==> src/hw/soc_pkg.sv <==
package soc_pkg;

  // one master's request, held stable until ack
  typedef struct packed {
    logic        cyc;
    logic        stb;
    logic        we;
    logic [3:0]  sel;
    logic [31:0] adr;
    logic [31:0] dat;
  } bus_req_t;

  // target response, dat valid while ack is high
  typedef struct packed {
    logic        ack;
    logic [31:0] dat;
  } bus_rsp_t;

  // chipselect codes, same numbering as the board top level
  typedef enum logic [3:0] {
    REG_NONE    = 4'h0,
    REG_VECT    = 4'h1,
    REG_SCRATCH = 4'h2,
    REG_SHARED  = 4'h6
  } region_t;

  // region select field of the cpu address
  localparam int MAP_MSB = 31;
  localparam int MAP_LSB = 24;

  localparam logic [7:0] VECT_BASE    = 8'h00;  // exception vectors
  localparam logic [7:0] SCRATCH_BASE = 8'h01;  // local scratch
  localparam logic [7:0] SHARED_BASE  = 8'h02;  // cpu/dma shared

  // peripheral interrupt lines
  //   5..2  timer3..timer0
  //   1     uart0 rx
  //   0     uart0 tx
  localparam int NUM_IRQ = 6;

  localparam logic [2:0] IRQ_NONE  = 3'd0;
  localparam logic [2:0] IRQ_FAULT = 3'd1;  // address fault beats everything

  // code per source bit, listed from bit 5 down to bit 0
  localparam logic [NUM_IRQ-1:0][2:0] IRQ_SRC_CODE = {
    3'd5,
    3'd4,
    3'd3,
    3'd2,
    3'd6,
    3'd7
  };

endpackage

==> src/hw/irq_encoder.sv <==
`timescale 1ns/1ps

module irq_encoder (
  input  logic                       int_en_i,
  input  logic                       fault_i,
  input  logic [soc_pkg::NUM_IRQ-1:0] irq_src_i,
  output logic [2:0]                 irq_o
);

  logic [2:0] src_code;
  logic [2:0] raw_code;

  // walk upward so the highest set line wins
  always_comb begin
    src_code = soc_pkg::IRQ_NONE;
    for (int i = 0; i < soc_pkg::NUM_IRQ; i++) begin
      if (irq_src_i[i]) begin
        src_code = soc_pkg::IRQ_SRC_CODE[i];
      end
    end
  end

  always_comb begin
    if (fault_i) begin
      raw_code = soc_pkg::IRQ_FAULT;
    end else begin
      raw_code = src_code;
    end
  end

  assign irq_o = int_en_i ? raw_code : soc_pkg::IRQ_NONE;  // masked when disabled

endmodule

==> config.mk <==
export PLATFORM = sky130hd
export DESIGN_NAME = irq_encoder
export DESIGN_NICKNAME = d
export VERILOG_FILES = /design/src/hw/soc_pkg.sv /design/src/hw/irq_encoder.sv
export SDC_FILE = /design/constraint.sdc
export NUM_CORES = 1
export LEC_CHECK = 0
export BUFFER_PORTS_ARGS = -buffer_cell sky130_fd_sc_hd__clkbuf_2
export CAP_MARGIN = 25
export CORE_AREA = 2 2 39 41
export DETAILED_ROUTE_END_ITERATION = 7
export DIE_AREA = 0 0 41 43
export SLEW_MARGIN = 20
export SYNTH_ARGS = -nofsm -noshare
export SYNTH_HDL_FRONTEND = slang
export SYNTH_SLANG_ARGS = --single-unit
==> constraint.sdc <==
create_clock -name vclk -period 0.8
set_clock_uncertainty 0.15 [all_clocks]
set_input_delay 0.08 -clock vclk [all_inputs]
set_output_delay 0.08 -clock vclk [all_outputs]
set_load 0.01 [all_outputs]
Yosys cells after proc, flatten, opt, wreduce, memory -nomap -nowiden

Index checks and enable logic that the tools add are counted.

Flip-flop bits (word level): 0
Bits in latches: 0
Memory bits (writable): 0
Memory bits (read-only): 0
Logic and storage cells: 8
Memories: 0

Add/subtract/negate cells: 0
Multiply operators: 0
Div/mod/pow operators: 0
Magnitude comparators: 0
Equal/unequal tests: 0
Shifts and indexed selects: 0
Multiplexer cells: 8
Bitwise operators: 0
Reductions and logical operators: 0

Operator list:

| cell              | count |
|---|---|
| 3-bit two-way mux | 8 |

Logic depth before layout (Yosys ltp)

Gate-level depths: netlist of run 1.

Depth after elaboration: 8
Gate-level depth with buffers: 3

Worst setup path before layout of run 1

No wires, ideal clock.

Kind: input to output
From: input port irq_src_i[3] in the netlist's numbering
To: output port irq_o[0]
Data arrival time: 587 ps
Data required time: 570 ps
Setup slack: -17 ps
Stages: 2
Cell sequence: nor2b_1 > o41a_1

Longest elaborated chain between the ends: 5

RTL lines:

| what                           | RTL line          | text |
|---|---|---|
| start, declared                | irq_encoder.sv:6  | `input logic [soc_pkg::NUM_IRQ-1:0] irq_src_i,` |
| 3-bit two-way mux (3 in a row) | irq_encoder.sv:17 | `if (irq_src_i[i]) begin` |
| 3-bit two-way mux              | irq_encoder.sv:24 | `if (fault_i) begin` |
| 3-bit two-way mux              | irq_encoder.sv:31 | `assign irq_o = int_en_i ? raw_code : soc_pkg::IRQ_NONE;` |
| end, declared                  | irq_encoder.sv:7  | `output logic [2:0] irq_o` |

Every way passes these cells.

Final worst setup path of run 1

From: input port irq_src_i[4] in the netlist's numbering
To: output port irq_o[0]

Longest elaborated chain between the ends: 4

RTL lines:

| what                           | RTL line |
|---|---|
| 3-bit two-way mux (2 in a row) | irq_encoder.sv:17 |
| 3-bit two-way mux              | irq_encoder.sv:24 |
| 3-bit two-way mux              | irq_encoder.sv:31 |

Every way passes these cells.

==> key figures, run 1 <==
Worst hold path
  – Hold crit path type: in -> out
  – Worst Hold End: irq_o[1]
  – Hold Path Origin: irq_src_i[5]
  – Hold path cells: 3

STA
  – Minimum clock period: 1020 ps
  – Slew Viols, Final: 0
  – Worst-margin pin slew: 265 ps
  – Fmax: just under 1000 MHz
  – Setup violators final: 3
  – Final Hold Vio Count: 0
  – Final worst slack: -219 ps
  – Setup TNS: -509 ps
  – Worst slew margin: 82.3%
  – Final worst path period share: 127%
  – RSZ-0062 raised after global routing: true

Place
  – Port bufs: 11
  – Gp weighted congestion: 0.608
  – Pre-CTS WS: -243 ps
  – DP Cell Count: 37

Synth
  – Mux share of post-synthesis cell area: 0%
  – Syn nets: 18
  – YS warnings: 0
  – Area contributors post-synth: a2111oi_2 22%, nor2_1 16%, o41a_1 16%, nor4b_1 13%, nand2b_1 9.1%
  – Top cell type's share of synthesized area: 21.8%
  – Post-Synth XOR/XNOR Area: 0%
  – Sequential fraction of the synthesis area: 0%
  – Yosys top cell by area: a2111oi_2
  – Adder-cell share of the synthesized area: 0%
  – Synth Instances: 10
  – Compound-gate portion of the synthesized area: about 53%
  – Simple logic cell fraction of the synthesized area: 47.3%
  – Syn avg cell area: slightly below 7 sq um
  – Largest family of logic cells by synthesized area: compound AO/OA/AOI/OAI gates
  – Distinct cells, synth: 8
  – Syn Std Cell Area: 68.8 sq um

Global routing
  – First-pass GRT wire length: 414 um
  – Initial antenna violation count: 0
  – Gr ovfl total: 0
  – Vias in the first global route: 106
  – Gr usage total: 3.30%
  – Largest net degree at the start of global routing: 5

Layout
  – Fin cells: 37
  – Filler cells: 154
  – Clkbuf count: 0
  – Final Util: 13.1%
  – Seq_cells: 0
  – Final Net Count: 31
  – Layout cells sized above 1: 76.2%
  – Area occupied by multi-input gates: roughly 88 sq um
  – Synthesis-to-layout area growth: 164%
  – Number of diodes: 0
  – Storage cell area: 0 sq um

Die
  – Die height: 43 um
  – Num rows: 14
  – Ports: 11
  – Core area: 1380 sq um
  – Die footprint: ~1800 sq um
  – Initial Utilization: 4.97%
  – Die X: 41 um

Setup path
  – Max FO, Critical Path: 4
  – Setup crit start kind: input pin
  – Max stage delay cell, worst path: o41a_1
  – Crit path cell chain: clkbuf_2 > nor2b_4 > o41a_1 > buf_2
  – CP arrival: approximately 790 ps
  – Worst Path Class, Setup: in -> out
  – WP data required: 570 ps
  – Crit end category: output pin
  – Crit-path max cell delay: 350 ps

Clock tree
  – Post-CTS setup buffers: 0

Power and ir drop
  – Max VDD drop: about 0.000097 V
  – PD cells: 434 nW/um^2
  – P_leak: 0.0761 nW
  – Power Total: a little under 0.08 mW

Detailed routing
  – WL final: 324 um
  – Drt via density: 3.35
  – Drt pass-1 iters: 2
  – Starting DRC count in detailed routing: 4
  – Total number of vias: 124
  – Post-DRT Antenna Nets: 0
  – Wire per inst: just under 9 um
  – Drt drc: 0

Status
  – Failing checks: negative setup slack
  – Status: finished, violations left

Job
  – Max Cap Viol: 0
==> worst max path at each step <==
stage	start	end	slack, ps	cells after the start
after global routing	irq_src_i[4]	irq_o[0]	-240	4
final	irq_src_i[4]	irq_o[0]	-220	4
after CTS	irq_src_i[2]	irq_o[1]	-230	4
after floorplan	irq_src_i[3]	irq_o[0]	-20	2
after global placement	irq_src_i[4]	irq_o[0]	-260	4
after detailed placement	irq_src_i[4]	irq_o[0]	-240	4
==> per-layer routing <==
| metal | vias up | wire length, um | track usage (%) |
|---|---|---|---|
| met5 | - | 0 | 0 |
| met4 | 0 | 0 | 0 |
| met3 | 0 | 103 | 4.19 |
| met2 | 11 | 88 | 3.44 |
| met1 | 51 | 131 | 4.43 |
| li1 | 62 | - | - |
==> report_power, final <==
| part | switching (mW) | internal, mW | total (mW) |
|---|---|---|---|
| Clock | 0 | 0 | 0 |
| Sequential | 0 | 0 | 0 |
| Combinational | 0.0353 | 0.0434 | 0.0787 |
==> cell type report <==
class	instances	area share [%]
Multi-Input combinational cell	10	48.3
Timing Repair Buffer	11	40.7
Tap cell	16	11.0
==> worst max-delay path: cells and delay by family <==
family                 cells  cell delay (ps)
AOI/OAI and AO/OA          1              350
buffers and inverters      2              310
and+or+nand+nor            1               50
==> cells by family after synthesis <==
group            Yosys count
AND/OR/NAND/NOR            6
AO/OA/AOI/OAI              4
==> placed cells by master (no fill, tap or decap), drive strengths merged <==
master	count
a2111oi	1
a21oi	1
buf	6
clkbuf	5
nand2b	1
nor2	3
nor2b	1
nor4b	1
o21ai	1
o41a	1
==> per-stage QoR <==
stage | hold slack [ps] | instance area [sq um]
CTS | 294 | 150
global placement | 286 | 144
global route | 315 | 181
detailed placement | 294 | 144
floorplan | 45.0 | 68.8
finish | 304 | 181
==> synth_stat cells <==
cell type	number
o41a_1	1
o21ai_0	1
nor2b_1	1
nor4b_1	1
nand2b_1	1
a21oi_1	1
nor2_1	3
a2111oi_2	1
==> what timing repair did <==
| action | in CTS | in global routing |
|---|---|---|
| setup endpoints to repair | 3 | 3 |
| cloned | 0 | 0 |
| pin swaps | 1 | 1 |
| endpoints found under the hold margin | 0 | 0 |
| hold buffers | 0 | 0 |
| resized for setup | 1 | 14 |
No activity file was read; power rests on OpenSTA's default activity.
==> inputs of run 2 (changes only) <==
- ABC_AREA: default -> 1
- MAX_ROUTING_LAYER: default -> met4
==> key figures, run 2 <==
Status
  – Status: finished, violations left
  – Failing checks: negative setup slack

Worst hold path
  – Hold crit path type: in -> out
  – Hold path cells: 4

Job
  – Max Cap Viol: 0

STA
  – Worst-margin pin slew: 213 ps
  – Minimum clock period: roughly 950 ps
  – Setup violators final: 3
  – Fmax: 1060 MHz
  – Final worst slack: -148 ps
  – Final Hold Vio Count: 0
  – Slew Viols, Final: 0
  – Worst slew margin: 85.7%
  – RSZ-0062 raised after global routing: true
  – Hold slack: 299 ps
  – Final worst path period share: 118%

Die
  – Die height: between 40 and 50 um
  – Num rows: 14
  – Core area: 1380 sq um
  – Ports: 11
  – Die footprint: 1760 sq um
  – Die X: 41 um
  – Initial Utilization: 5.88%

Global routing
  – Grt peak-use layer: met1
  – Gr ovfl total: 0
  – Largest net degree at the start of global routing: 4
  – Met1 Use GR: under 10%
  – Initial antenna violation count: 0
  – M3 GR Usage: 0%
  – First-pass GRT wire length: 338 um
  – Gr usage total: 2.87%
  – Met2 Use GR: under 10%
  – Vias in the first global route: 90

Layout
  – Layout cells sized above 1: 53.3%
  – Final Net Count: 40
  – Most common cell after layout, fill and taps aside: clkbuf_2
  – Clkbuf count: 0
  – Storage cell area: 0 sq um
  – Commonest cells after routing, fill and taps aside: 8 x clkbuf_2, 4 x inv_1, 4 x nand2_1, 4 x nor2_1
  – Fin cells: 46
  – Synthesis-to-layout area growth: 117%
  – Filler cells: ~160
  – Number of diodes: 0
  – Seq_cells: 0
  – Final Instance Area: 176 sq um

Detailed routing
  – WL final: 268 um
  – Drt drc: 0
  – Total number of vias: 146
  – Drt via density: approximately 3.2
  – Wire per inst: a little under 6 um
  – Post-DRT Antenna Nets: 0
  – Starting DRC count in detailed routing: 0
  – Drt pass-1 iters: 1

Place
  – DP Cell Count: 46
  – Cell Area, Placed: 161 sq um
  – Pre-CTS WS: -194 ps
  – Port bufs: 11
  – Hpwl dp: 242 um
  – Gp weighted congestion: 0.559

Synth
  – Count leader, synth: inv_1
  – Most frequent cells after synthesis: 5 x inv_1, 4 x nand2_1, 4 x nor2_1
  – Syn avg cell area: between 4 and 5 sq um
  – Syn nets: 27
  – Top cell type's share of synthesized area: 23.1%
  – Distinct cells, synth: 6
  – Synth Instances: 19
  – Syn Std Cell Area: between 80 and 90 sq um
  – Area contributors post-synth: inv_1 23%, nand2_1 18%, nor2_1 18%, or2_1 15%, a21oi_1 12%
  – Yosys top cell by area: inv_1
  – YS warnings: 0
  – Sequential fraction of the synthesis area: 0%

Power and ir drop
  – P_leak: ~0.10 nW
  – Max VDD drop: 0.0000883 V
  – Clk pwr share: 0%
  – Power Total: around 0.073 mW
  – Sequential share of power: 0%
  – PD cells: 414 nW/um^2
  – Power Internal: 0.0386 mW
  – Combinational Power Share: 100.0%
  – Switching Power: 0.0343 mW
  – Switching share of power: 47.0%

Setup path
  – Crit end category: output pin
  – Worst Path Class, Setup: in -> out
  – CP arrival: 720 ps
  – Crit path cell chain: buf_6 > inv_2 > or2_4 > nor3_2 > buf_2
  – Crit-path max cell delay: approximately 240 ps
  – Buffers & Inverters on Critical Path: 3
  – Delay-heaviest family, CP: simple AND/OR/NAND/NOR gates
  – Setup crit start kind: input pin
  – Max stage delay cell, worst path: or2_4
  – Max FO, Critical Path: 2
  – Critical path depth in cells: 5
  – WP data required: 570 ps

Clock tree
  – Post-CTS setup buffers: 0
run 2: cell count changes after synthesis:
cell / before / now
inv_1: 0 / 5
nand2_1: 0 / 4
nor3_1: 0 / 2
or2_1: 0 / 2
a2111oi_2: 1 / 0
a21oi_1: 1 / 2
nand2b_1: 1 / 0
nor2_1: 3 / 4
nor2b_1: 1 / 0
nor4b_1: 1 / 0
o21ai_0: 1 / 0
o41a_1: 1 / 0
run 2: what timing repair did:
| item | 4_1_cts | 5_1_grt |
|---|---|---|
| pin swaps | 0 | 2 |
| endpoints found under the setup margin | 3 | 3 |
| hold buffers | 0 | 0 |
| resized for setup | 1 | 6 |
run 2: per-layer routing:
layer	wire length, um	vias to the layer above
met3	45	0
met2	86	11
met4	0	0
met5	0	-
met1	136	57
li1	-	78
run 2: logic make-up after synthesis:
family,synth area share (%)
AOI/OAI and AO/OA,12.3
buffers and inverters,23.1
and+or+nand+nor,64.6
run 2: metrics by stage:
step,TNS (ps),util [%]
3_3_place_gp,-444,11.7
6_report,-371,12.7
5_1_grt,-561,12.7
2_1_floorplan,0,-
3_5_place_dp,-481,11.7
4_1_cts,-457,11.8
run 2: final cells by class:
class | count | area [sq um] | area share, %
inverters | 5 | 18.8 | 10.6
multi-input cells | 14 | 76.3 | 43.3
repair buffers | 11 | 61.3 | 34.8
well taps | 16 | 20.0 | 11.3
run 2: worst paths after layout:
check	slack [ps]	endpoint	startpoint
min	300	irq_o[0]	int_en_i
max	-150	irq_o[1]	int_en_i
run 2: power by group through the flow:
| stage | clock [mW] | combinational [mW] | sequential [mW] |
|---|---|---|---|
| floorplan | 0 | 0.0292 | 0 |
| global route | 0 | 0.0827 | 0 |
| global placement | 0 | 0.0626 | 0 |
| CTS | 0 | 0.0661 | 0 |
| detailed placement | 0 | 0.0633 | 0 |
| finish | 0 | 0.0730 | 0 |
run 2: tightest hold or removal path, cell delays in order:
cell and delay [ps]:
buf_6 90, inv_2 40, a21oi_1 30, buf_2 130
